--- src/gbe_rx_defines.svh ---
`ifndef GBE_RX_DEFINES_SVH
`define GBE_RX_DEFINES_SVH

// section lengths in bytes
`define GBE_MAC_HDR_LEN      14
`define GBE_IP_HDR_LEN       20
`define GBE_UDP_HDR_LEN      8

// field offsets, counted from the start of their own section
`define GBE_ETH_DST_OFS      0
`define GBE_MAC_ADDR_LEN     6
`define GBE_ETH_TYPE_OFS     12
`define GBE_IP_VER_OFS       0
`define GBE_IP_PROTO_OFS     9
`define GBE_IP_SRC_OFS       12
`define GBE_IP_DST_OFS       16
`define GBE_UDP_SRC_OFS      0
`define GBE_UDP_DST_OFS      2

// match values
`define GBE_ETHERTYPE_IPV4   16'h0800
`define GBE_IP_VER_IHL       8'h45
`define GBE_IP_PROTO_UDP     8'h11

`define GBE_PKT_FIFO_DEPTH   2048
`define GBE_CTRL_FIFO_DEPTH  32

`endif

--- src/gbe_frame_pkg.sv ---
`default_nettype none

package gbe_frame_pkg;

  // one payload byte as stored in the packet FIFO
  typedef struct packed {
    logic [7:0] data;
    // last byte of the frame
    logic       eof;
    // MAC flagged the frame as bad, only valid together with eof
    logic       bad;
  } pkt_word_t;

  // per-frame sender information, one entry per accepted frame
  typedef struct packed {
    logic [31:0] src_ip;
    logic [15:0] src_port;
  } ctrl_word_t;

endpackage

`default_nettype wire

--- src/gbe_rx_ctrl_pkg.sv ---
`default_nettype none

package gbe_rx_ctrl_pkg;

  // position of the header walk within a frame
  typedef enum logic [2:0] {
    HDR_IDLE = 3'd0,
    HDR_ETH  = 3'd1,
    HDR_IP   = 3'd2,
    HDR_UDP  = 3'd3,
    HDR_DATA = 3'd4
  } hdr_state_t;

  // whether the writer may start putting frames into the FIFOs
  typedef enum logic {
    ADMIT_RUN     = 1'b0,
    ADMIT_BLOCKED = 1'b1
  } admit_state_t;

endpackage

`default_nettype wire

--- src/app_packet_writer.sv ---
`default_nettype none

module app_packet_writer (
  input  logic                        mac_clk,
  input  logic                        mac_rst,
  input  logic [7:0]                  mac_rx_data,
  input  logic                        mac_rx_dvld,
  input  logic                        mac_rx_badframe,
  input  logic                        overrun_clr,
  input  gbe_rx_ctrl_pkg::hdr_state_t hdr_state,
  input  logic                        frame_ok,
  input  gbe_frame_pkg::ctrl_word_t   ctrl_info,
  input  logic                        pkt_overflow,
  input  logic                        ctrl_overflow,
  output logic [7:0]                  hdr_byte,
  output gbe_frame_pkg::pkt_word_t    pkt_din,
  output logic                        pkt_wr,
  output gbe_frame_pkg::ctrl_word_t   ctrl_din,
  output logic                        ctrl_wr,
  output logic                        app_overrun
);

  import gbe_rx_ctrl_pkg::*;

  logic         hdr_dvld;
  logic [7:0]   data_a;
  logic         dvld_a;
  logic         bad_r;
  logic         pay_vld;
  logic         pay_first;
  logic         eof;
  logic         admit;
  logic         rx_overrun;
  admit_state_t admit_state;

  // stage 1 feeds the header walk, stage 2 waits for the verdict
  always_ff @(posedge mac_clk) begin
    hdr_byte <= mac_rx_data;
    data_a   <= hdr_byte;
  end

  always_ff @(posedge mac_clk) begin
    if (mac_rst) begin
      hdr_dvld  <= 1'b0;
      dvld_a    <= 1'b0;
      bad_r     <= 1'b0;
      pay_vld   <= 1'b0;
      pay_first <= 1'b0;
    end else begin
      hdr_dvld  <= mac_rx_dvld;
      dvld_a    <= hdr_dvld;
      // strobe follows the last byte by one cycle, lands next to it in stage 2
      bad_r     <= mac_rx_badframe;
      pay_vld   <= hdr_state == HDR_DATA;
      pay_first <= (hdr_state == HDR_DATA) && !pay_vld;
    end
  end

  // last byte sits in stage 2 while stage 1 is already empty
  assign eof = dvld_a && !hdr_dvld;

  // sticky until cleared, a new overflow wins over the clear
  always_ff @(posedge mac_clk) begin
    if (mac_rst) begin
      rx_overrun <= 1'b0;
    end else if (pkt_overflow || ctrl_overflow) begin
      rx_overrun <= 1'b1;
    end else if (overrun_clr) begin
      rx_overrun <= 1'b0;
    end
  end

  assign app_overrun = rx_overrun;

  // only resume between frames
  always_ff @(posedge mac_clk) begin
    if (mac_rst) begin
      admit_state <= ADMIT_RUN;
    end else begin
      case (admit_state)
        ADMIT_RUN: begin
          if (rx_overrun) begin
            admit_state <= ADMIT_BLOCKED;
          end
        end
        ADMIT_BLOCKED: begin
          if (!rx_overrun && !dvld_a) begin
            admit_state <= ADMIT_RUN;
          end
        end
        default: admit_state <= ADMIT_RUN;
      endcase
    end
  end

  assign admit = (admit_state == ADMIT_RUN) && frame_ok && dvld_a;

  assign pkt_din = '{data: data_a, eof: eof, bad: eof && bad_r};
  assign pkt_wr  = pay_vld && admit;

  assign ctrl_din = ctrl_info;
  assign ctrl_wr  = pay_first && admit;

endmodule

`default_nettype wire

--- config.mk ---
export PLATFORM = sky130hd
export DESIGN_NAME = app_packet_writer
export DESIGN_NICKNAME = d
export VERILOG_FILES = /design/src/gbe_rx_defines.svh /design/src/gbe_frame_pkg.sv /design/src/gbe_rx_ctrl_pkg.sv /design/src/app_packet_writer.sv
export SDC_FILE = /design/constraint.sdc
export NUM_CORES = 1
export LEC_CHECK = 0
export CORE_AREA = 3 3 52 54
export DETAILED_ROUTE_END_ITERATION = 8
export DIE_AREA = 0 0 55 57
export DONT_BUFFER_PORTS = 1
export SLEW_MARGIN = 40
export SYNTH_ARGS = -nofsm -noshare
export SYNTH_HDL_FRONTEND = slang
export SYNTH_SLANG_ARGS = --single-unit
export TNS_END_PERCENT = 100
--- constraint.sdc ---
create_clock -name mac_clk -period 0.92 [get_ports mac_clk]
set_input_delay 0 -clock mac_clk [delete_from_list [all_inputs] [get_ports mac_clk]]
set_output_delay 0 -clock mac_clk [all_outputs]
set_load 0.1 [all_outputs]
==> results.txt <==
WS Path Type - register to primary output
Clock tree skew after final layout - 0.000596 ns
Initial core utilization - 41.5%
CTS tree - built
Latest clock arrival within the worst-skew pair - 0.29 ns
Required arrival time at the worst endpoint - 0.92 ns
Final hold viol count - 0
Net Switching - 0.653 mW
Global-route wire length before repair - 2830 um
Post-CTS setup buffer count - 0
Hold Path Origin - ctrl_info[3]
Number of nets produced by synthesis - 153
RR Endpoint - admit_state
Failing checks - negative setup slack
Hold depth - 0
Worst r2r path cells - 2
DIE HEIGHT - 57 um
Total global routing track utilization - 12.9%
Inserted Clock Buffers - 3
Regs by FF count - data_a: 8 flops, hdr_byte: 8 flops
Total power divided by cell area - 1730 nW/um^2
Width of the die - 55 um
Core area - 2250 um^2
Worst path setup slack after routing - -0.213 ns
Average detailed-routed wire length per instance - 18.6 um
Initial antenna violation count - 0
Final Power - 2.09 mW
Number of I/O pins - 136
Level count of the clock H-tree - 1
Final Net Count - 146
Maximum single-stage delay on the critical path - 0.36 ns
Routed via count divided by cell count - 4.54
CP cell instances - nor2b_4 > and2_4
Leakage power - 0.511 nW
Floorplan die area - 3140 um^2
FMAX - 883 MHz
Placed Instances - 85
Critical path peak fanout - 4
Final worst path period need - 1.13 ns
Post-route cell area - 1210 um^2
Number of buffers added on ports - 0
Antenna diode instance count - 0
Syn Std Cell Area - 935 um^2
CTS Buffer Depth - 2
Worst hold path class - input pin to primary output
Max-slew headroom at the worst pin - 80.6%
RR Startpoint - dvld_a
Number of distinct library cell variants in the gate-level netlist after synthesis - 10
Antenna-violating nets left - 0
Number of failing setup endpoints in the final timing report - 4
WL final - 1980 um
Library cell used as clock root buffer - sky130_fd_sc_hd__clkbuf_4
Global route total overflow - 0
Area delta synth->final - 29.2%
Logic gate share of total power - 27.1%
Share of total power consumed by net switching - 31.3%
Register-to-register path setup slack - 0.26 ns
Pin count of the biggest net entering global routing - 13
Post-route core utilization - 53.6%
Fraction of layout instances using a drive strength above 1 - 55.1%
Synthesis warning total - 0
Cell Count, Final, Fillers Out - 106
Power share of the sequential group - 52.5%
Worst slack, placed - 0.0671 ns
Minimum hold slack - 0.0000386 ns
Number of instances in the synthesized netlist - 86
FP Rows - 17
# DRC - 0
Post-CTS clock slew at the launch and capture registers of the worst setup and hold paths - 0.11 ns
Worst path arrival time - 1.13 ns
Iteration count of the initial detailed-routing pass - 2
Sequential fraction of the synthesis area - 49.3%
Vias in the first global route - 545
Type of element launching the critical path - register
Unrepaired setup endpoints after global routing - yes
Number of maximum-capacitance constraint violations - 0
Syn avg cell area - 10.9 um^2
Initial DRC count - 4
Part of the total power dissipated in the clock network - 20.4%
Destination of the worst hold path - ctrl_din[3]
Result of the run - finished with violations
Final-layout fill cell count - 200
Total Negative Setup Slacks - -0.743 ns
Worst path slowest cell - sky130_fd_sc_hd__dfxtp_2
Total vias in the final route - 481
Critical Path End Type - primary output
Slew at the pin closest to its max-slew limit - 0.292 ns
Number of slew-limit violations in the final report - 0
Maximum VDD drop - 0.00171 V
Sinks on the clock net - 23
Total internal power - 1.44 mW
Post-route fraction of the period consumed by the critical path - 123%
Routability Congestion - 0.620
Placement Cell Area - 996 um^2
Seq cells post-synth - 23
layout make-up:
cell class              count  area (um^2)  area share [%]
clock buffers               4         26.3            2.18
multi-input cells          14          119            9.84
flip-flops and latches     23          474            39.3
well taps                  28         35.0            2.90
repair buffers             37          553            45.8
cells by family (layout without fill, tap and decap cells):
family / after synthesis / count (layout) / synth area share, %
compound gates: 2 / 2 / 1.07
buf+inv: 49 / 41 / 39.4
flops: 23 / 23 / 49.3
simple gates: 12 / 12 / 10.3
metal layers:
metal / track usage (%) / vias to the layer above / wire length (um)
met1: 9.98 / 208 / 435
met3: 6.53 / 26 / 322
li1: - / 202 / -
met2: 23.3 / 45 / 1120
met5: 0 / - / 0
met4: 8.33 / 0 / 101
cell usage in the layout (no fill, tap or decap):
| master | synthesis | layout |
|---|---|---|
| sky130_fd_sc_hd__buf_12 | 0 | 18 |
| sky130_fd_sc_hd__buf_8 | 0 | 1 |
| sky130_fd_sc_hd__nor4b_2 | 1 | 1 |
| sky130_fd_sc_hd__dfxtp_1 | 23 | 12 |
| sky130_fd_sc_hd__and4b_2 | 0 | 2 |
| sky130_fd_sc_hd__clkbuf_4 | 0 | 3 |
| sky130_fd_sc_hd__and2_4 | 0 | 1 |
| sky130_fd_sc_hd__nand2b_1 | 1 | 1 |
| sky130_fd_sc_hd__buf_4 | 49 | 1 |
| sky130_fd_sc_hd__clkbuf_1 | 0 | 1 |
| sky130_fd_sc_hd__dfxtp_2 | 0 | 11 |
| sky130_fd_sc_hd__nor2_1 | 2 | 2 |
| sky130_fd_sc_hd__dlygate4sd3_1 | 0 | 17 |
| sky130_fd_sc_hd__a21oi_1 | 2 | 2 |
| sky130_fd_sc_hd__and2b_2 | 4 | 4 |
| sky130_fd_sc_hd__nor2b_4 | 0 | 1 |
power groups by stage:
stage | Sequential, mW | Clock, mW | Combinational, mW
final | 1.10 | 0.425 | 0.566
after global routing | 1.10 | 0.485 | 0.580
after CTS | 1.10 | 0.453 | 0.563
after detailed placement | 1.12 | 0 | 0.500
after global placement | 1.11 | 0 | 0.498
after floorplan | 1.39 | 0 | 1.02
what timing repair did:
item                                   4_1_cts  5_1_grt
gates resized for setup                      3        2
hold buffers                                17        0
endpoints found under the hold margin       15        0
pin swaps                                    1        0
setup endpoints to repair                    5        5
Yosys cell counts, drive strengths merged:
master | instances | area, um^2
nor4b | 1 | 15.0
a21oi | 2 | 10.0
and2b | 4 | 35.0
nor2b | 1 | 6.26
and4b | 2 | 20.0
buf | 49 | 368
nor2 | 2 | 7.51
dfxtp | 23 | 460
and2 | 1 | 6.26
nand2b | 1 | 6.26
critical path: cells and delay by family (launching register included):
kind             cells  cell delay [ns]
AND/OR/NAND/NOR      2             0.47
flip-flops           1             0.36
how the worst max path moves through the flow:
stage / from / to / depth (start not counted)
floorplan: app_overrun / app_overrun / 2
global placement: dvld_a / pkt_din[0] / 2
detailed placement: dvld_a / pkt_din[0] / 2
CTS: dvld_a / pkt_din[0] / 2
global route: dvld_a / pkt_din[0] / 2
finish: dvld_a / pkt_din[0] / 2
(Power assumes the default switching activity.)
