$ cat src/gbe_rx_defines.svh
`ifndef GBE_RX_DEFINES_SVH
`define GBE_RX_DEFINES_SVH

// section lengths in bytes
`define GBE_MAC_HDR_LEN      14
`define GBE_IP_HDR_LEN       20
`define GBE_UDP_HDR_LEN      8

// field offsets, counted from the start of their own section
`define GBE_ETH_DST_OFS      0
`define GBE_MAC_ADDR_LEN     6
`define GBE_ETH_TYPE_OFS     12
`define GBE_IP_VER_OFS       0
`define GBE_IP_PROTO_OFS     9
`define GBE_IP_SRC_OFS       12
`define GBE_IP_DST_OFS       16
`define GBE_UDP_SRC_OFS      0
`define GBE_UDP_DST_OFS      2

// match values
`define GBE_ETHERTYPE_IPV4   16'h0800
`define GBE_IP_VER_IHL       8'h45
`define GBE_IP_PROTO_UDP     8'h11

`define GBE_PKT_FIFO_DEPTH   2048
`define GBE_CTRL_FIFO_DEPTH  32

`endif

$ cat src/hdr_byte_counter.sv
`default_nettype none

module hdr_byte_counter (
  input  logic       mac_clk,
  input  logic       mac_rst,
  input  logic       cnt_clr,
  output logic [5:0] byte_idx
);

  // position of the current byte inside its header section
  // cleared on the same edge that moves the fsm into a new section
  always_ff @(posedge mac_clk) begin
    if (mac_rst || cnt_clr) begin
      byte_idx <= 6'd0;
    end else begin
      // free running in the payload, the value is ignored there
      byte_idx <= byte_idx + 6'd1;
    end
  end

endmodule

`default_nettype wire

$ cat config.mk
export PLATFORM = sky130hd
export DESIGN_NAME = hdr_byte_counter
export DESIGN_NICKNAME = d
export VERILOG_FILES = /design/src/gbe_rx_defines.svh /design/src/hdr_byte_counter.sv
export SDC_FILE = /design/constraint.sdc
export NUM_CORES = 1
export LEC_CHECK = 0
export CORE_AREA = 2 2 39 41
export DETAILED_ROUTE_END_ITERATION = 6
export DIE_AREA = 0 0 41 43
export DONT_BUFFER_PORTS = 1
export PLACE_DENSITY_LB_ADDON = 0.05
export SYNTH_ARGS = -nofsm -noshare
export SYNTH_HDL_FRONTEND = slang
export SYNTH_SLANG_ARGS = --single-unit
export TNS_END_PERCENT = 50
$ cat constraint.sdc
create_clock -name mac_clk -period 1.1 [get_ports mac_clk]
set_input_delay 0 -clock mac_clk [delete_from_list [all_inputs] [get_ports mac_clk]]
set_output_delay 0 -clock mac_clk [all_outputs]
set_load 0.01 [all_outputs]
==> out/metrics.cfg, run 1 <==
[status]
status=finished, final reports clean

[detailed_routing]
routed-wl-met3_um=39
maxUsedRoutingLayer=met3
wl_per_cell_um=9.43
firstDrtPassIters=1
first_iter_violations=0
drt-total-wl_um=462
ant_nets=0
drc_errors=0
post_drt_via_cell_ratio=3.51
vias=172
wl_met2_um=224
wl_met1_um=198

[timing]
min_period_ns=1.01
worst_slack_ns=0.0860
hold_viol=0
fin_crit_sh=0.922
fin_setup_tns_ns=0
finClkSkew_ns=0.00349
setup_viol=0
grt_setup_unrepaired=false
max_slew_margin=0.892
fin_hold_ws_ns=0.529
tightest_slew_ns=0.161
slew_viol_final=0
max_freq_mhz=986

[power]
power_switching_uw=92.6
peakVddDrop_v=0.000430
power_leakage_uw=0.000131
powerDensity_mw_per_mm2=1390
clkPwrFrac=0.448
pwr-share-seq=0.500
swShare=0.205
internal_power_uw=358
comb_power_share=0.052

[synthesis]
syn_nets=28
synth-seq-area-share=0.530
avgSynthCellArea_um2=9.44
syn_area_um2=226
synth_simple_gate_area_share=0.221
syn_inst=24
synthXorXnorAreaFrac=0.116
synthDominantCellAreaShare=0.530
synth_fa_ha_area_frac=0.0552
synth-warning-count=0
synth_area_leader_cell=dfxtp_1
synth_compound_area_frac=0.0442
ys_seq_elements=6
synth_top_family_by_area=simple AND/OR/NAND/NOR gates
muxShareOfSynthArea=0
synth_top_cells_by_area=dfxtp_1, nor2_1, xor2_1
synthDistinctLibCells=14

[grt]
grt.total_usage=0.0622
antenna_found_initial=0
overflow=0
grt_max_degree=7
grt_pass1_vias=124
grt_pass1_wl_um=621

[clock_network]
htreeDepth=1
clk_latency_ns=0.24
clock_path_buffers=2
cts_tree=done
cts_num_sinks=6
clockRootBuffer=clkbuf_4
cts_buffers=3
clkTransAtPathRegs_ns=0.05

[worst_hold_path]
hold_path.class=input pin to flop

[job]
maxCapViolations=0

[worst_setup_path]
cp-end-kind=flop
crit_arrival_ns=1.19
worstSetupPathType=flop to flop
critPathRequiredTime_ns=1.27
startpoint_type=flop
crit_fanout=3

[finish]
fin_nets=39
antenna_cells=0
regMostFlops=byte_idx
largest_reg_flops=6
reg.largest.list=byte_idx: 6 flops
drive_gt1_frac=0.333
area_delta_synth_final_pct=43.1

[place]
dp_hpwl_um=350
dp_slack_ns=0.0992
place.gp.congestion=0.556
port_buffers=0

[floorplan]
io_pins=9
core_mm2=0.00138
die-area_mm2=0.00176
start_util=0.164
die_w_um=41
die_y_um=43
row_count=14

==> metal layers <==
layer	vias to the layer above	track usage
li1	95	-
met1	71	0.0643
met2	6	0.0750
met3	0	0.0471
met4	0	0.0600
met5	-	0
==> cells by family (layout without fill, tap and decap cells) <==
family,Yosys count,count (layout)
adders and majority gates,1,1
buffers and inverters,2,11
and+or+nand+nor,10,10
xor gates and xnor gates,3,3
AOI/OAI and AO/OA,2,2
DFF,6,6
==> power by group through the flow <==
stage | sequential, uW | clock, uW | combinational, uW
4_1_cts | 225 | 214 | 18.7
6_report | 225 | 202 | 23.4
5_1_grt | 225 | 231 | 25.5
3_3_place_gp | 229 | 0 | 18.1
3_5_place_dp | 229 | 0 | 18.6
2_1_floorplan | 231 | 0 | 8.93
==> placed cells by master, fill, tap and decap left out <==
| cell type | count |
|---|---|
| xor2_1 | 2 |
| nand3_1 | 1 |
| or2_2 | 1 |
| a21oi_1 | 1 |
| dlygate4sd3_1 | 2 |
| nor2_1 | 5 |
| o21ai_0 | 1 |
| ha_1 | 1 |
| buf_4 | 5 |
| clkbuf_4 | 3 |
| xnor2_1 | 1 |
| dfxtp_2 | 1 |
| dfxtp_1 | 5 |
| nand3_2 | 1 |
| inv_1 | 1 |
| nand2_1 | 1 |
| or3_1 | 1 |
==> synth_stat cells, drive strengths merged <==
cell type	number
xnor2	1
inv	1
clkbuf	1
ha	1
or2	1
o21ai	1
dfxtp	6
nand3	2
xor2	2
a21oi	1
nand2	1
or3	1
nor2	5
==> stage by stage <==
stage	utilization	area, um^2	total power [uW]	std cells
final	0.234	324	451	49
after global routing	0.234	324	482	49
after CTS	0.219	303	457	47
after detailed placement	0.203	280	248	44
after global placement	0.203	280	247	44
after floorplan	-	226	240	24
==> critical path, stage by stage, from the launching register on <==
cell     delay, ns
dfxtp_1       0.37
nand3_2       0.10
or3_1         0.35
a21oi_1       0.14
==> layout make-up <==
class / count / area, um^2
Tap cell: 16 / 20.0
Inverter: 1 / 3.75
Clock buffer: 3 / 22.5
Fill cell: 153 / 1060
Sequential cell: 6 / 121
Timing Repair Buffer: 7 / 57.6
Multi-Input combinational cell: 16 / 98.8
==> final timing paths <==
path	start	to	slack, ns	cells after the start
setup / recovery	byte_idx[0]	byte_idx[5]	0.09	3
hold / removal	mac_rst	byte_idx[1]	0.53	3
setup reg to reg	byte_idx[0]	byte_idx[5]	0.09	3
hold reg to reg	byte_idx[5]	byte_idx[5]	0.54	2
==> what timing repair did <==
action | CTS | global route
buffers inserted | 0 | 0
hold endpoints to repair | 0 | 1
resized for setup | 0 | 1
endpoints found under the setup margin | 0 | 1
hold buffers | 0 | 2
(Power assumes the default switching activity.)
==> inputs of run 2 (changes only) <==
--- a/config.mk
+++ b/config.mk
@@ -10,6 +10,7 @@
 export DIE_AREA = 0 0 41 43
 export DONT_BUFFER_PORTS = 1
 export PLACE_DENSITY_LB_ADDON = 0.05
+export SKIP_CTS_REPAIR_TIMING = 1
 export SYNTH_ARGS = -nofsm -noshare
 export SYNTH_HDL_FRONTEND = slang
 export SYNTH_SLANG_ARGS = --single-unit
==> constraint.sdc (replaced) <==
create_clock -name mac_clk -period 1 [get_ports mac_clk]
set_input_delay 0 -clock mac_clk [delete_from_list [all_inputs] [get_ports mac_clk]]
set_output_delay 0 -clock mac_clk [all_outputs]
set_load 0.01 [all_outputs]
==> out/metrics.cfg, run 2 (synthesized netlist as in run 1, its figures left out) <==
[status]
status=finished, final reports clean

[floorplan]
start_util=0.164
io_pins=9
core_mm2=0.00138
row_count=14
die_y_um=43
die_w_um=41
die-area_mm2=0.00176

[clock_network]
cts_num_sinks=6
clockRootBuffer=clkbuf_4
clkTransAtPathRegs_ns=0.05
clk_latency_ns=0.24
htreeDepth=1
cts_tree=done
clock_path_buffers=2
cts_buffers=3

[timing]
finClkSkew_ns=0.00308
fin_setup_tns_ns=0
max_freq_mhz=1070
grt_setup_unrepaired=true
fin_crit_sh=0.938
slew_viol_final=0
hold_viol=0
setup_viol=0
min_period_ns=0.938
max_slew_margin=0.897
tightest_slew_ns=0.153

[finish]
post-route-cell-area_um2=339
fill_cells=151
antenna_cells=0
regMostFlops=byte_idx
fin_nets=40
area_delta_synth_final_pct=49.7
final_common_cell=buf_4
reg.largest.list=byte_idx: 6 flops
mostFrequentLayoutCells=buf_4, nor2_1, dfxtp_2
drive_gt1_frac=0.559
largest_reg_flops=6

[worst_setup_path]
worstSetupPathType=flop to flop
critPathRequiredTime_ns=1.18
reg2regPathDepth=3
startpoint_type=flop
crit_fanout=2
crit_arrival_ns=1.12
cp-end-kind=flop

[power]
clkPwrFrac=0.453
peakVddDrop_v=0.000784
powerDensity_mw_per_mm2=1440
pwr-share-seq=0.507
power_switching_uw=100
comb_power_share=0.039
power_leakage_uw=0.000139
internal_power_uw=389
swShare=0.205

[detailed_routing]
wl_per_cell_um=9.58
post_drt_via_cell_ratio=3.80
ant_nets=0
vias=190
first_iter_violations=0
drt-total-wl_um=479
drc_errors=0
firstDrtPassIters=1

[worst_hold_path]
hold_depth=2
hold_path.class=input pin to flop

[place]
placed_cell_area_um2=307
dp_hpwl_um=346
place.gp.congestion=0.647
port_buffers=0

[grt]
grt.total_usage=0.0733
grt_max_degree=7
grt_pass1_wl_um=752
antenna_found_initial=0
grt_pass1_vias=189
overflow=0

[job]
maxCapViolations=0

## run 2: power by group through the flow
stage          Combinational [uW]  Clock (uW)  Sequential [uW]
2_1_floorplan                9.83           0              255
3_3_place_gp                 19.6           0              253
3_5_place_dp                 19.4           0              253
4_1_cts                      19.5         236              248
5_1_grt                      22.1         252              248
6_report                     19.3         222              248
## run 2: through the flow
step	hold WS (ns)	total power, uW	std cells	utilization	setup WS, ns
after floorplan	0.315	265	24	-	0.00798
after global placement	0.258	273	47	0.222	0.0373
after detailed placement	0.256	272	47	0.222	0.0356
after CTS	-0.00363	504	50	0.238	0.0220
after global routing	0.0204	522	50	0.245	-0.00788
final	0.00270	489	50	0.245	0.0620
## run 2: path summary, 6_finish.rpt
kind                     from           to  slack [ns]
setup reg to reg  byte_idx[4]  byte_idx[5]        0.06
hold reg to reg   byte_idx[5]  byte_idx[5]        0.53
hold / removal        mac_rst  byte_idx[5]       0.003
setup / recovery  byte_idx[4]  byte_idx[5]        0.06
## run 2: cell type report
| class | count | area, um^2 | share of cell area |
|---|---|---|---|
| Inverter | 1 | 3.75 | 0.0111 |
| Clock buffer | 3 | 22.5 | 0.0664 |
| Tap cell | 16 | 20.0 | 0.0590 |
| Multi-Input combinational cell | 16 | 108 | 0.317 |
| Timing Repair Buffer | 8 | 60.1 | 0.177 |
| Sequential cell | 6 | 125 | 0.369 |
## run 2: per-layer routing
layer  share of wire  up-vias  GRT usage
li1                -       96          -
met4               0        0     0.0400
met2            0.48        9     0.0906
met3            0.15        0     0.0785
met1            0.36       85     0.0740
met5               0        -          0
## run 2: critical path, stage by stage (launching register included)
cell and delay [ns]:
dfxtp_1 0.32, nand2_1 0.08, or3_4 0.37, a21oi_2 0.11
==> inputs of run 3 (changes only) <==
--- a/config.mk
+++ b/config.mk
@@ -10,6 +10,8 @@
 export DIE_AREA = 0 0 41 43
 export DONT_BUFFER_PORTS = 1
 export PLACE_DENSITY_LB_ADDON = 0.05
+export RECOVER_POWER = 25
+export SETUP_SLACK_MARGIN = 0.2
 export SKIP_CTS_REPAIR_TIMING = 1
 export SYNTH_ARGS = -nofsm -noshare
 export SYNTH_HDL_FRONTEND = slang
==> out/metrics.cfg, run 3 (synthesized netlist as in run 1, its figures left out) <==
[floorplan]
die-area_mm2=0.00176
start_util=0.164
io_pins=9
row_count=14
core_mm2=0.00138
die_y_um=43
die_w_um=41

[place]
place.gp.congestion=0.577
dp_hpwl_um=383
port_buffers=0
placed_cell_area_um2=297
place_inst=44

[worst_setup_path]
cp_slowest_cell=dfxtp_4
reg2regPathDepth=3
cp_slowest_stage_delay_ns=0.38
startpoint_type=flop
cp-end-kind=flop
worstSetupPathType=flop to flop
crit_arrival_ns=1.16
cp_cell_sequence=nand2_2 > or3_1 > a21oi_2
critPathRequiredTime_ns=1.18
crit_fanout=4

[finish]
fin_nets=37
regArea_um2=134
post-route-cell-area_um2=329
multi_input_area_um2=108
area_delta_synth_final_pct=45.3
largest_reg_flops=6
antenna_cells=0
reg.largest.list=byte_idx: 6 flops
fill_cells=157
fin_util=0.238
final_cells=48
mostFrequentLayoutCells=nor2_1, buf_4, dfxtp_4, clkbuf_4
regMostFlops=byte_idx
drive_gt1_frac=0.563

[power]
powerDensity_mw_per_mm2=1540
peakVddDrop_v=0.000447
power_leakage_uw=0.000125

[status]
violations=negative hold slack
status=finished with violations

[detailed_routing]
post_drt_via_cell_ratio=3.77
wl_per_cell_um=10.4
ant_nets=0
drt-total-wl_um=499
drc_errors=0
firstDrtPassIters=2
vias=181
first_iter_violations=1

[clock_network]
cts_tree=done
clkTransAtPathRegs_ns=0.05
htreeDepth=1
clk_latency_ns=0.24
cts_buffers=3
cts_num_sinks=6
clock_path_buffers=2
clockRootBuffer=clkbuf_4

[grt]
grt_max_degree=7
grt.total_usage=0.0755
antenna_found_initial=0
overflow=0
grt_pass1_wl_um=793
grt_pass1_vias=184

[timing]
setup_viol=0
max_slew_margin=0.840
slew_viol_final=0
min_period_ns=0.984
max_freq_mhz=1020
fin_crit_sh=0.984
fin_setup_tns_ns=0
tightest_slew_ns=0.238
hold_viol=1
finClkSkew_ns=0.000750
fin_hold_ws_ns=-0.000171
grt_setup_unrepaired=true

[worst_hold_path]
hold_path.class=input pin to flop
hold_depth=2

[job]
maxCapViolations=0

[run 3: area by class of cell]
class / count / area share
clock buffers: 4 / 0.0798
inverters: 1 / 0.0114
multi-input cells: 16 / 0.327
flip-flops and latches: 6 / 0.407
well taps: 16 / 0.0608
repair buffers: 5 / 0.114
[run 3: path summary, 6_finish.rpt]
check                    from          end  slack (ns)
setup / recovery  byte_idx[3]  byte_idx[5]        0.02
hold / removal        mac_rst  byte_idx[0]     -0.0002
setup reg to reg  byte_idx[3]  byte_idx[5]        0.02
hold reg to reg   byte_idx[5]  byte_idx[5]        0.54
[run 3: stage by stage]
stage / worst slack, ns / power (uW)
finish: 0.0163 / 508
global route: -0.0334 / 550
detailed placement: 0.0384 / 266
floorplan: 0.0820 / 258
CTS: 0.0270 / 522
global placement: 0.0540 / 266
[run 3: critical path: cells and delay by family (launching register included)]
family           cells  cell delay [ns]
flip-flops           1             0.38
AND/OR/NAND/NOR      2             0.41
AO/OA/AOI/OAI        1             0.13
[run 3: per-layer routing]
layer | track usage | wire, um | up-vias
li1 | - | - | 92
met1 | 0.0939 | 204 | 82
met2 | 0.0875 | 237 | 7
met3 | 0.0471 | 57 | 0
met4 | 0.0600 | 0 | 0
met5 | 0 | 0 | -
[run 3: power by group]
part	total (uW)	leakage [uW]	internal [uW]	switching (uW)
Clock	247	0.0000150	152	95.1
Combinational	19.7	0.0000579	8.96	10.7
Sequential	241	0.0000519	238	3.77
