`config.mk`:
```
export PLATFORM = sky130hd
export DESIGN_NAME = rx_fifo
export DESIGN_NICKNAME = d
export VERILOG_FILES = /design/src/gbe_rx_defines.svh /design/src/rx_fifo.sv
export SDC_FILE = /design/constraint.sdc
export NUM_CORES = 1
export LEC_CHECK = 0
export BUFFER_PORTS_ARGS = -buffer_cell sky130_fd_sc_hd__buf_4
export CAP_MARGIN = 20
export CORE_ASPECT_RATIO = 0.7
export CORE_MARGIN = 1
export CORE_UTILIZATION = 45
export CTS_BUF_LIST = sky130_fd_sc_hd__clkbuf_8
export CTS_CLUSTER_DIAMETER = 150
export DETAILED_ROUTE_END_ITERATION = 8
export SYNTH_ARGS = -nofsm -noshare
export SYNTH_HDL_FRONTEND = slang
export SYNTH_SLANG_ARGS = --single-unit
```
`constraint.sdc`:
```
create_clock -name mac_clk -period 5.8 [get_ports mac_clk]
set_input_delay 0.29 -clock mac_clk [delete_from_list [all_inputs] [get_ports mac_clk]]
set_output_delay 0.29 -clock mac_clk [all_outputs]
set_load 0.005 [all_outputs]
```
`src/gbe_rx_defines.svh`:
```
`ifndef GBE_RX_DEFINES_SVH
`define GBE_RX_DEFINES_SVH

// section lengths in bytes
`define GBE_MAC_HDR_LEN      14
`define GBE_IP_HDR_LEN       20
`define GBE_UDP_HDR_LEN      8

// field offsets, counted from the start of their own section
`define GBE_ETH_DST_OFS      0
`define GBE_MAC_ADDR_LEN     6
`define GBE_ETH_TYPE_OFS     12
`define GBE_IP_VER_OFS       0
`define GBE_IP_PROTO_OFS     9
`define GBE_IP_SRC_OFS       12
`define GBE_IP_DST_OFS       16
`define GBE_UDP_SRC_OFS      0
`define GBE_UDP_DST_OFS      2

// match values
`define GBE_ETHERTYPE_IPV4   16'h0800
`define GBE_IP_VER_IHL       8'h45
`define GBE_IP_PROTO_UDP     8'h11

`define GBE_PKT_FIFO_DEPTH   2048
`define GBE_CTRL_FIFO_DEPTH  32

`endif

```
`src/rx_fifo.sv`:
```
`default_nettype none

module rx_fifo #(
  parameter type payload_t = logic [7:0],
  // must be a power of two
  parameter int  DEPTH     = 16
) (
  input  logic     mac_clk,
  input  logic     mac_rst,
  input  payload_t din,
  input  logic     wr_en,
  input  logic     rd_en,
  output payload_t dout,
  output logic     empty,
  output logic     overflow
);

  localparam int AW = $clog2(DEPTH);

  payload_t    mem [DEPTH];
  logic [AW:0] wr_ptr;
  logic [AW:0] rd_ptr;
  logic        full;
  logic        do_wr;
  logic        do_rd;

  // extra pointer bit tells full from empty
  assign empty = wr_ptr == rd_ptr;
  assign full  = (wr_ptr[AW] != rd_ptr[AW]) && (wr_ptr[AW-1:0] == rd_ptr[AW-1:0]);
  assign do_wr = wr_en && !full;
  assign do_rd = rd_en && !empty;

  // show-ahead, the head entry is visible without a read
  assign dout = empty ? '0 : mem[rd_ptr[AW-1:0]];

  always_ff @(posedge mac_clk) begin
    if (do_wr) begin
      mem[wr_ptr[AW-1:0]] <= din;
    end
  end

  always_ff @(posedge mac_clk) begin
    if (mac_rst) begin
      wr_ptr   <= '0;
      rd_ptr   <= '0;
      overflow <= 1'b0;
    end else begin
      if (do_wr) begin
        wr_ptr <= wr_ptr + 1'b1;
      end
      if (do_rd) begin
        rd_ptr <= rd_ptr + 1'b1;
      end
      // the word is dropped
      overflow <= wr_en && full;
    end
  end

endmodule

`default_nettype wire

```
==> results of run 1 <==
## logic make-up (layout without fill, tap and decap cells)
| kind of cell | after synthesis | count (layout) | share of synthesized area (%) |
|---|---|---|---|
| flip-flops | 143 | 143 | 70.51 |
| multiplexers | 53 | 53 | 14.61 |
| AND/OR/NAND/NOR | 52 | 52 | 5.067 |
| AO/OA/AOI/OAI | 43 | 43 | 5.365 |
| buffers and inverters | 26 | 66 | 2.491 |
| XOR/XNOR | 6 | 6 | 0.8942 |
| adder cells (fa/ha/maj) | 5 | 5 | 1.065 |
## power breakdown
group | internal (uW) | total [uW] | switching (uW)
combinational | 136 | 304 | 168
clock | 459 | 824 | 365
sequential | 1140 | 1150 | 10.8
## worst max-delay path: cells and delay by family (launching register included)
family                 cells  cell delay (ns)
AOI/OAI and AO/OA          2             0.28
buffers and inverters      2             0.44
DFF                        1             0.78
muxes                      1             0.31
and+or+nand+nor            1             0.17
## sequential cells by signal (all words and copies together) (netlist names), named ones only
name / count
mem: 128
wr_ptr: 5
rd_ptr: 5
overflow: 1
## metrics by stage
step,instances,instance area [sq um]
detailed placement,499,6176
floorplan,328,5877
global route,530,6585
CTS,530,6585
finish,530,6585
global placement,498,6148
## Yosys cell counts, drive strengths merged
master	instances
o311ai	6
a211oi	1
a221oi	7
buf	11
and3	8
nor4	2
nor3	1
a311oi	1
mux2	12
o2111ai	1
and2	1
nor2	8
edfxtp	128
nand3	2
ha	5
inv	11
nand2	13
a211o	2
nand4	3
o211ai	2
a21oi	11
o31ai	1
mux2i	16
dfxtp	15
xnor2	5
and4	10
nor2b	3
clkbuf	4
o21ai	11
and2b	1
xor2	1
mux4	25
## path summary, 6_finish.rpt
kind                   from    endpoint  slack [ns]  depth (start not counted)
setup / recovery  flip-flop     dout[5]        3.09                          6
hold / removal       din[7]  mem[14][7]        0.16                          1
setup reg to reg  wr_ptr[2]  mem[13][2]        3.52                          4
hold reg to reg   rd_ptr[1]   rd_ptr[1]        0.55                          2
## area by class of cell
class                      count  area, sq um
timing repair buffer          24        200.2
tap                          162        202.7
inverter                      11        41.29
clock inverter                14        175.2
clock buffer                  17        234.0
multi-input combinational    159         1587
fill                        1024         6007
sequential                   143         4145
## routing by layer
layer | vias up | wire, um | track usage (%) | part of all wire [%]
met5 | - | 13 | 0 | 0.11
met4 | 2 | 90 | 5.791 | 0.78
met3 | 10 | 905 | 5.224 | 7.8
met2 | 84 | 5394 | 28.27 | 47
met1 | 1546 | 5159 | 25.88 | 45
li1 | 1389 | - | - | -
==> metrics.log, run 1 <==
INFO  metric vias_per_cell = approximately 5.7
INFO  metric antenna_found_initial = 1
INFO  metric port_buffers = 21
INFO  metric worst_setup_path_end_kind = output port
INFO  metric final_layout_size_suffix_gt1_share = around a quarter
INFO  metric relSlewSlack = 47.23%
INFO  metric worst_hold_slack = roughly 0.16 ns
INFO  metric drt_iter0_drc = 290
INFO  metric finalSetupViolCount = 0
INFO  metric transition_time_at_the_pin_with_the_least_slew_margin = 0.7905 ns
INFO  metric synth_top_area_share = about two thirds
INFO  metric syn-cell-area = 0.005877 sq mm
INFO  metric area_grow_syn2layout = 12.05%
INFO  metric leading_post_synthesis_cells_by_cell_area = sky130_fd_sc_hd__edfxtp_1, sky130_fd_sc_hd__mux4_2, sky130_fd_sc_hd__dfxtp_1
INFO  metric final_critical_path_setup_slack = a little over 3 ns
INFO  metric core_region_area = 0.01259 sq mm
INFO  metric floorplan.initialDensity = between 40% and 50%
INFO  metric pwr_density_cell = about 350 mW/mm^2
INFO  metric dr_total_vias = ~3.0k
INFO  metric synth_cells = 328
INFO  metric worst_ep_arrival_time = around 2.4 ns
INFO  metric die_ar = ~0.014 sq mm
INFO  metric drt_first_pass_iters = 6
INFO  metric fmax = approximately 370 MHz
INFO  metric finalWeightedCongestion = roughly 0.85
INFO  metric grt_start_max_net_pins = 22
INFO  metric n_antenna_cell = 0
INFO  metric max-clock-path-buffers = 2
INFO  metric violations_in_the_final_reports = design-rule violations
INFO  metric clock-skew-final = about 0.011 ns
INFO  metric cts.clk_slew.worst_paths = ~0.080 ns
INFO  metric cts_setup_buffers = 0
INFO  metric synth_area_per_cell = about 18 sq um
INFO  metric layout.core_utilization = 52.30%
INFO  metric worst_path_fanout_max = 21
INFO  metric cts_hold_buffers = 0
INFO  metric critical_path.startpoint_type = flip-flop
INFO  metric run_status = complete, but fails checks
INFO  metric h-tree-depth = 4
INFO  metric num-nets-final = approximately 370
INFO  metric final_max_slew_viols = 0
INFO  metric timing.critical_path.required = between 5 and 6 ns
INFO  metric critPathSlowestCell = sky130_fd_sc_hd__dfxtp_2
INFO  metric rows = 34
INFO  metric grt_usage = a little under a fifth
INFO  metric worstPathCellList = buf_16 -> mux4_2 -> and2_1 -> a211oi_1 -> a311oi_1 -> buf_4
INFO  metric clk_root_buffer_cell = sky130_fd_sc_hd__clkbuf_8
INFO  metric cts_tree = built
INFO  metric synth_seq_area_share = a little over two thirds
INFO  metric clock_latency = about 0.43 ns
INFO  metric timing.hold.worst.class = in2reg
INFO  metric tritoncts.num_buffers = 17
INFO  metric most_frequent_cells_in_the_layout = sky130_fd_sc_hd__edfxtp_1, sky130_fd_sc_hd__mux4_2, sky130_fd_sc_hd__buf_4
INFO  metric power = around 2300 uW
INFO  metric max_cap_violations = 0
INFO  metric wl = ~12,000 um
INFO  metric place_ws = approximately 3.5 ns
INFO  metric grt_setup_unrepaired = false
INFO  metric power.static_leakage = 0.002106 uW
INFO  metric critPathMaxStageDelay = roughly 0.78 ns
INFO  metric layout_commonest_cell = sky130_fd_sc_hd__edfxtp_1
INFO  metric io_pins = 22
INFO  metric die_x = between 100 and 150 um
INFO  metric routed_wire_length_per_instance = 21.82 um
INFO  metric vdd_ir_drop_max = between 150 and 200 uV
INFO  metric hpwl = between 7000 and 8000 um
INFO  metric synth-warning-count = 0
INFO  metric post_cts.resized_instances = 0
INFO  metric totalNegativeSetupSlack = 0 ns
INFO  metric critical_path_class = reg2out
INFO  metric postRouteAntennaNets = 0
INFO  metric report.final.hold_viol_count = 0
INFO  metric fp.dieH = 97.61 um
INFO  metric detail_route.drc_violations = 4
INFO  metric finalCritPeriodShare = a little under half
INFO  metric post_synth_cell_types = 40
INFO  metric grt_pass1_vias = 3,134
INFO  metric grt_overflow = 0
INFO  metric cts.sinks = 143
INFO  metric cell_type_with_the_highest_aggregate_area_in_the_netlist = sky130_fd_sc_hd__edfxtp_1
INFO  metric postSynthNetCount = between 300 and 400
INFO  metric clock_period_minus_final_worst_setup_slack = 2.712 ns
INFO  metric global_route_wire_length_before_repair = 18,010 um
INFO  metric yosys_register_bits = around 140
No activity file was read; power rests on OpenSTA's default activity.
==> inputs of run 2 (changes only) <==
Clock period 5.8 ns to 2.41 ns, I/O delays scaled along.
==> run 2 against run 1 <==
The flow still finishes with violations (design-rule violations). Clock skew is 0.0027 ns lower. Wire length is 12% higher. Sequential share of layout area is 1.1 points lower. Total power is 150% higher. Utilization is 1.0 points higher. Hold slack worse by 0.13 ns. First-iteration DRC count is 30% higher. Die area stayed put. Setup slack worse by 2.9 ns. Sequential cell count stayed put. Via count is 4.8% higher. Final cell count is 1.5% higher.
==> metrics.log, run 2 (synthesized netlist as in run 1, its figures left out) <==
INFO  metric run_status = complete, but fails checks
INFO  metric violations_in_the_final_reports = design-rule violations
INFO  metric worst_path_fanout_max = 19 (-9.5%)
INFO  metric tritoncts.num_buffers = 17 (unchanged)
INFO  metric worst_setup_path_end_kind = output port
INFO  metric worst_hold_slack = 0.03303 ns (-0.1296 ns)
INFO  metric grt_overflow = 0 (unchanged)
INFO  metric clk_root_buffer_cell = sky130_fd_sc_hd__clkbuf_8
INFO  metric transition_time_at_the_pin_with_the_least_slew_margin = 0.6832 ns (-0.1074 ns)
INFO  metric grt_pass1_vias = 3,145 (+0.35%)
INFO  metric finalWeightedCongestion = 0.7657 (-9.6%)
INFO  metric timing.hold.worst.class = in2reg
INFO  metric clock_period_minus_final_worst_setup_slack = 2.246 ns
INFO  metric final_layout_size_suffix_gt1_share = 27.13% (+3.2 points)
INFO  metric vias_per_cell = 5.901 (+3.2%)
INFO  metric grt_start_max_net_pins = 22 (unchanged)
INFO  metric power.static_leakage = 0.002175 uW (+3.3%)
INFO  metric grt_setup_unrepaired = false
INFO  metric vdd_ir_drop_max = 347.6 uV (+94%)
INFO  metric hpwl = 8636 um (+16%)
INFO  metric global_route_wire_length_before_repair = 19,470 um (+8.1%)
INFO  metric clock_latency = 0.44 ns (about the same)
INFO  metric clock-skew-final = 0.008411 ns (-0.002689 ns)
INFO  metric critical_path_class = reg2out
INFO  metric most_frequent_cells_in_the_layout = sky130_fd_sc_hd__edfxtp_1, sky130_fd_sc_hd__buf_4, sky130_fd_sc_hd__mux4_2
INFO  metric grt_usage = 20.67% (+2.1 points)
INFO  metric die_x = 138.6 um (unchanged)
INFO  metric die_ar = 0.01353 sq mm (unchanged)
INFO  metric fp.dieH = 97.61 um (unchanged)
INFO  metric io_pins = 22 (unchanged)
INFO  metric dr_total_vias = 3,175 (+4.8%)
INFO  metric report.final.hold_viol_count = 0 (unchanged)
INFO  metric placed_area = 0.006226 sq mm (+0.81%)
INFO  metric layout.core_utilization = 53.30% (+1.0 points)
INFO  metric finalCritPeriodShare = slightly above 90%
INFO  metric area_grow_syn2layout = 14.20%
INFO  metric cts.sinks = 143 (unchanged)
INFO  metric max_cap_violations = 0 (unchanged)
INFO  metric drt_first_pass_iters = 7 (+1)
INFO  metric detail_route.drc_violations = 4 (unchanged)
INFO  metric rows = 34 (unchanged)
INFO  metric critical_path.startpoint_type = flip-flop
INFO  metric drt_iter0_drc = 378 (+30%)
INFO  metric cts.clk_slew.worst_paths = 0.08 ns (about the same)
INFO  metric totalNegativeSetupSlack = 0 ns (unchanged)
INFO  metric cts_setup_buffers = 0 (unchanged)
INFO  metric n_antenna_cell = 0 (unchanged)
INFO  metric fmax = around 450 MHz
INFO  metric relSlewSlack = 54.39% (+7.2 points)
INFO  metric num-nets-final = 380 (+1.9%)
INFO  metric timing.critical_path.required = 2.29 ns (-3.22 ns)
INFO  metric largest_register_ff_count = 128 (unchanged)
INFO  metric h-tree-depth = 4 (unchanged)
INFO  metric core_region_area = 0.01259 sq mm (unchanged)
INFO  metric cts_tree = built
INFO  metric final_max_slew_viols = 0 (unchanged)
INFO  metric finalSetupViolCount = 0 (unchanged)
INFO  metric max-clock-path-buffers = 2 (unchanged)
INFO  metric port_buffers = 21 (unchanged)
INFO  metric routed_wire_length_per_instance = 23.99 um (+9.9%)
INFO  metric layout_commonest_cell = sky130_fd_sc_hd__edfxtp_1
INFO  metric pwr_density_cell = 847.6 mW/mm^2 (+150%)
INFO  metric floorplan.initialDensity = 46.67% (unchanged)
INFO  metric antenna_found_initial = 0 (-1)
INFO  metric postRouteAntennaNets = 0 (unchanged)
INFO  metric post_route_cell_area = 0.006711 sq mm (+1.9%)
INFO  metric wl = 12,910 um (+12%)
INFO  metric worst_ep_arrival_time = 2.13 ns (-0.29 ns)
-- run 2: cell count changes in the layout (fill, tap and decap cells not counted), sizes merged --
cell	delta
dlygate4sd3	+1
clkinvlp	-2
inv	+1
bufinv	+1
clkinv	+1
buf	+6
-- run 2: cell type report --
class	instances	area [sq um]
clock buffer	17	234.0
clock inverter	15	219.0
fill	982	5881
inverter	11	41.29
multi-input combinational	159	1607
sequential	143	4148
tap	162	202.7
timing repair buffer	31	260.3
-- run 2: worst paths after layout --
check	startpoint	end	slack, ns	depth (start not counted)
setup / recovery	flip-flop	dout[0]	0.16	6
hold / removal	din[6]	mem[15][6]	0.03	1
hold reg to reg	rd_ptr[1]	rd_ptr[1]	0.56	2
setup reg to reg	wr_ptr[0]	mem[7][3]	0.35	4
-- run 2: per-stage QoR --
step	power (uW)	instances	worst slack, ns
after floorplan	3299	328	0.5366
final	5689	538	0.1637
after detailed placement	3586	505	0.3575
after CTS	5713	538	0.01585
after global routing	5874	538	0.006328
after global placement	3579	505	0.4388
-- run 2: critical path, stage by stage (launching register included) --
cell                      delay [ns]
sky130_fd_sc_hd__dfxtp_1        0.36
sky130_fd_sc_hd__buf_12         0.19
sky130_fd_sc_hd__mux4_2         0.54
sky130_fd_sc_hd__mux2_2         0.28
sky130_fd_sc_hd__nand2_1        0.07
sky130_fd_sc_hd__a21oi_1        0.10
sky130_fd_sc_hd__buf_4          0.15
-- run 2: layer usage --
layer	GRT usage [%]	wire length, um	up-vias
li1	-	-	1403
met1	31.72	6335	1626
met2	28.00	5326	133
met3	6.358	1096	13
met4	5.877	147	0
met5	0	0	-
-- run 2: what timing repair did --
action,4_1_cts,5_1_grt
setup endpoints to repair,0,8
hold buffers,1,0
gates resized for setup,0,5
hold endpoints to repair,6,0
-- run 2: power breakdown --
part	leakage [uW]	switching (uW)	internal (uW)
Sequential	0.00128	30.2	2740
Clock	0.000233	922	1230
Combinational	0.000663	416	351
Total	0.00217	1370	4320
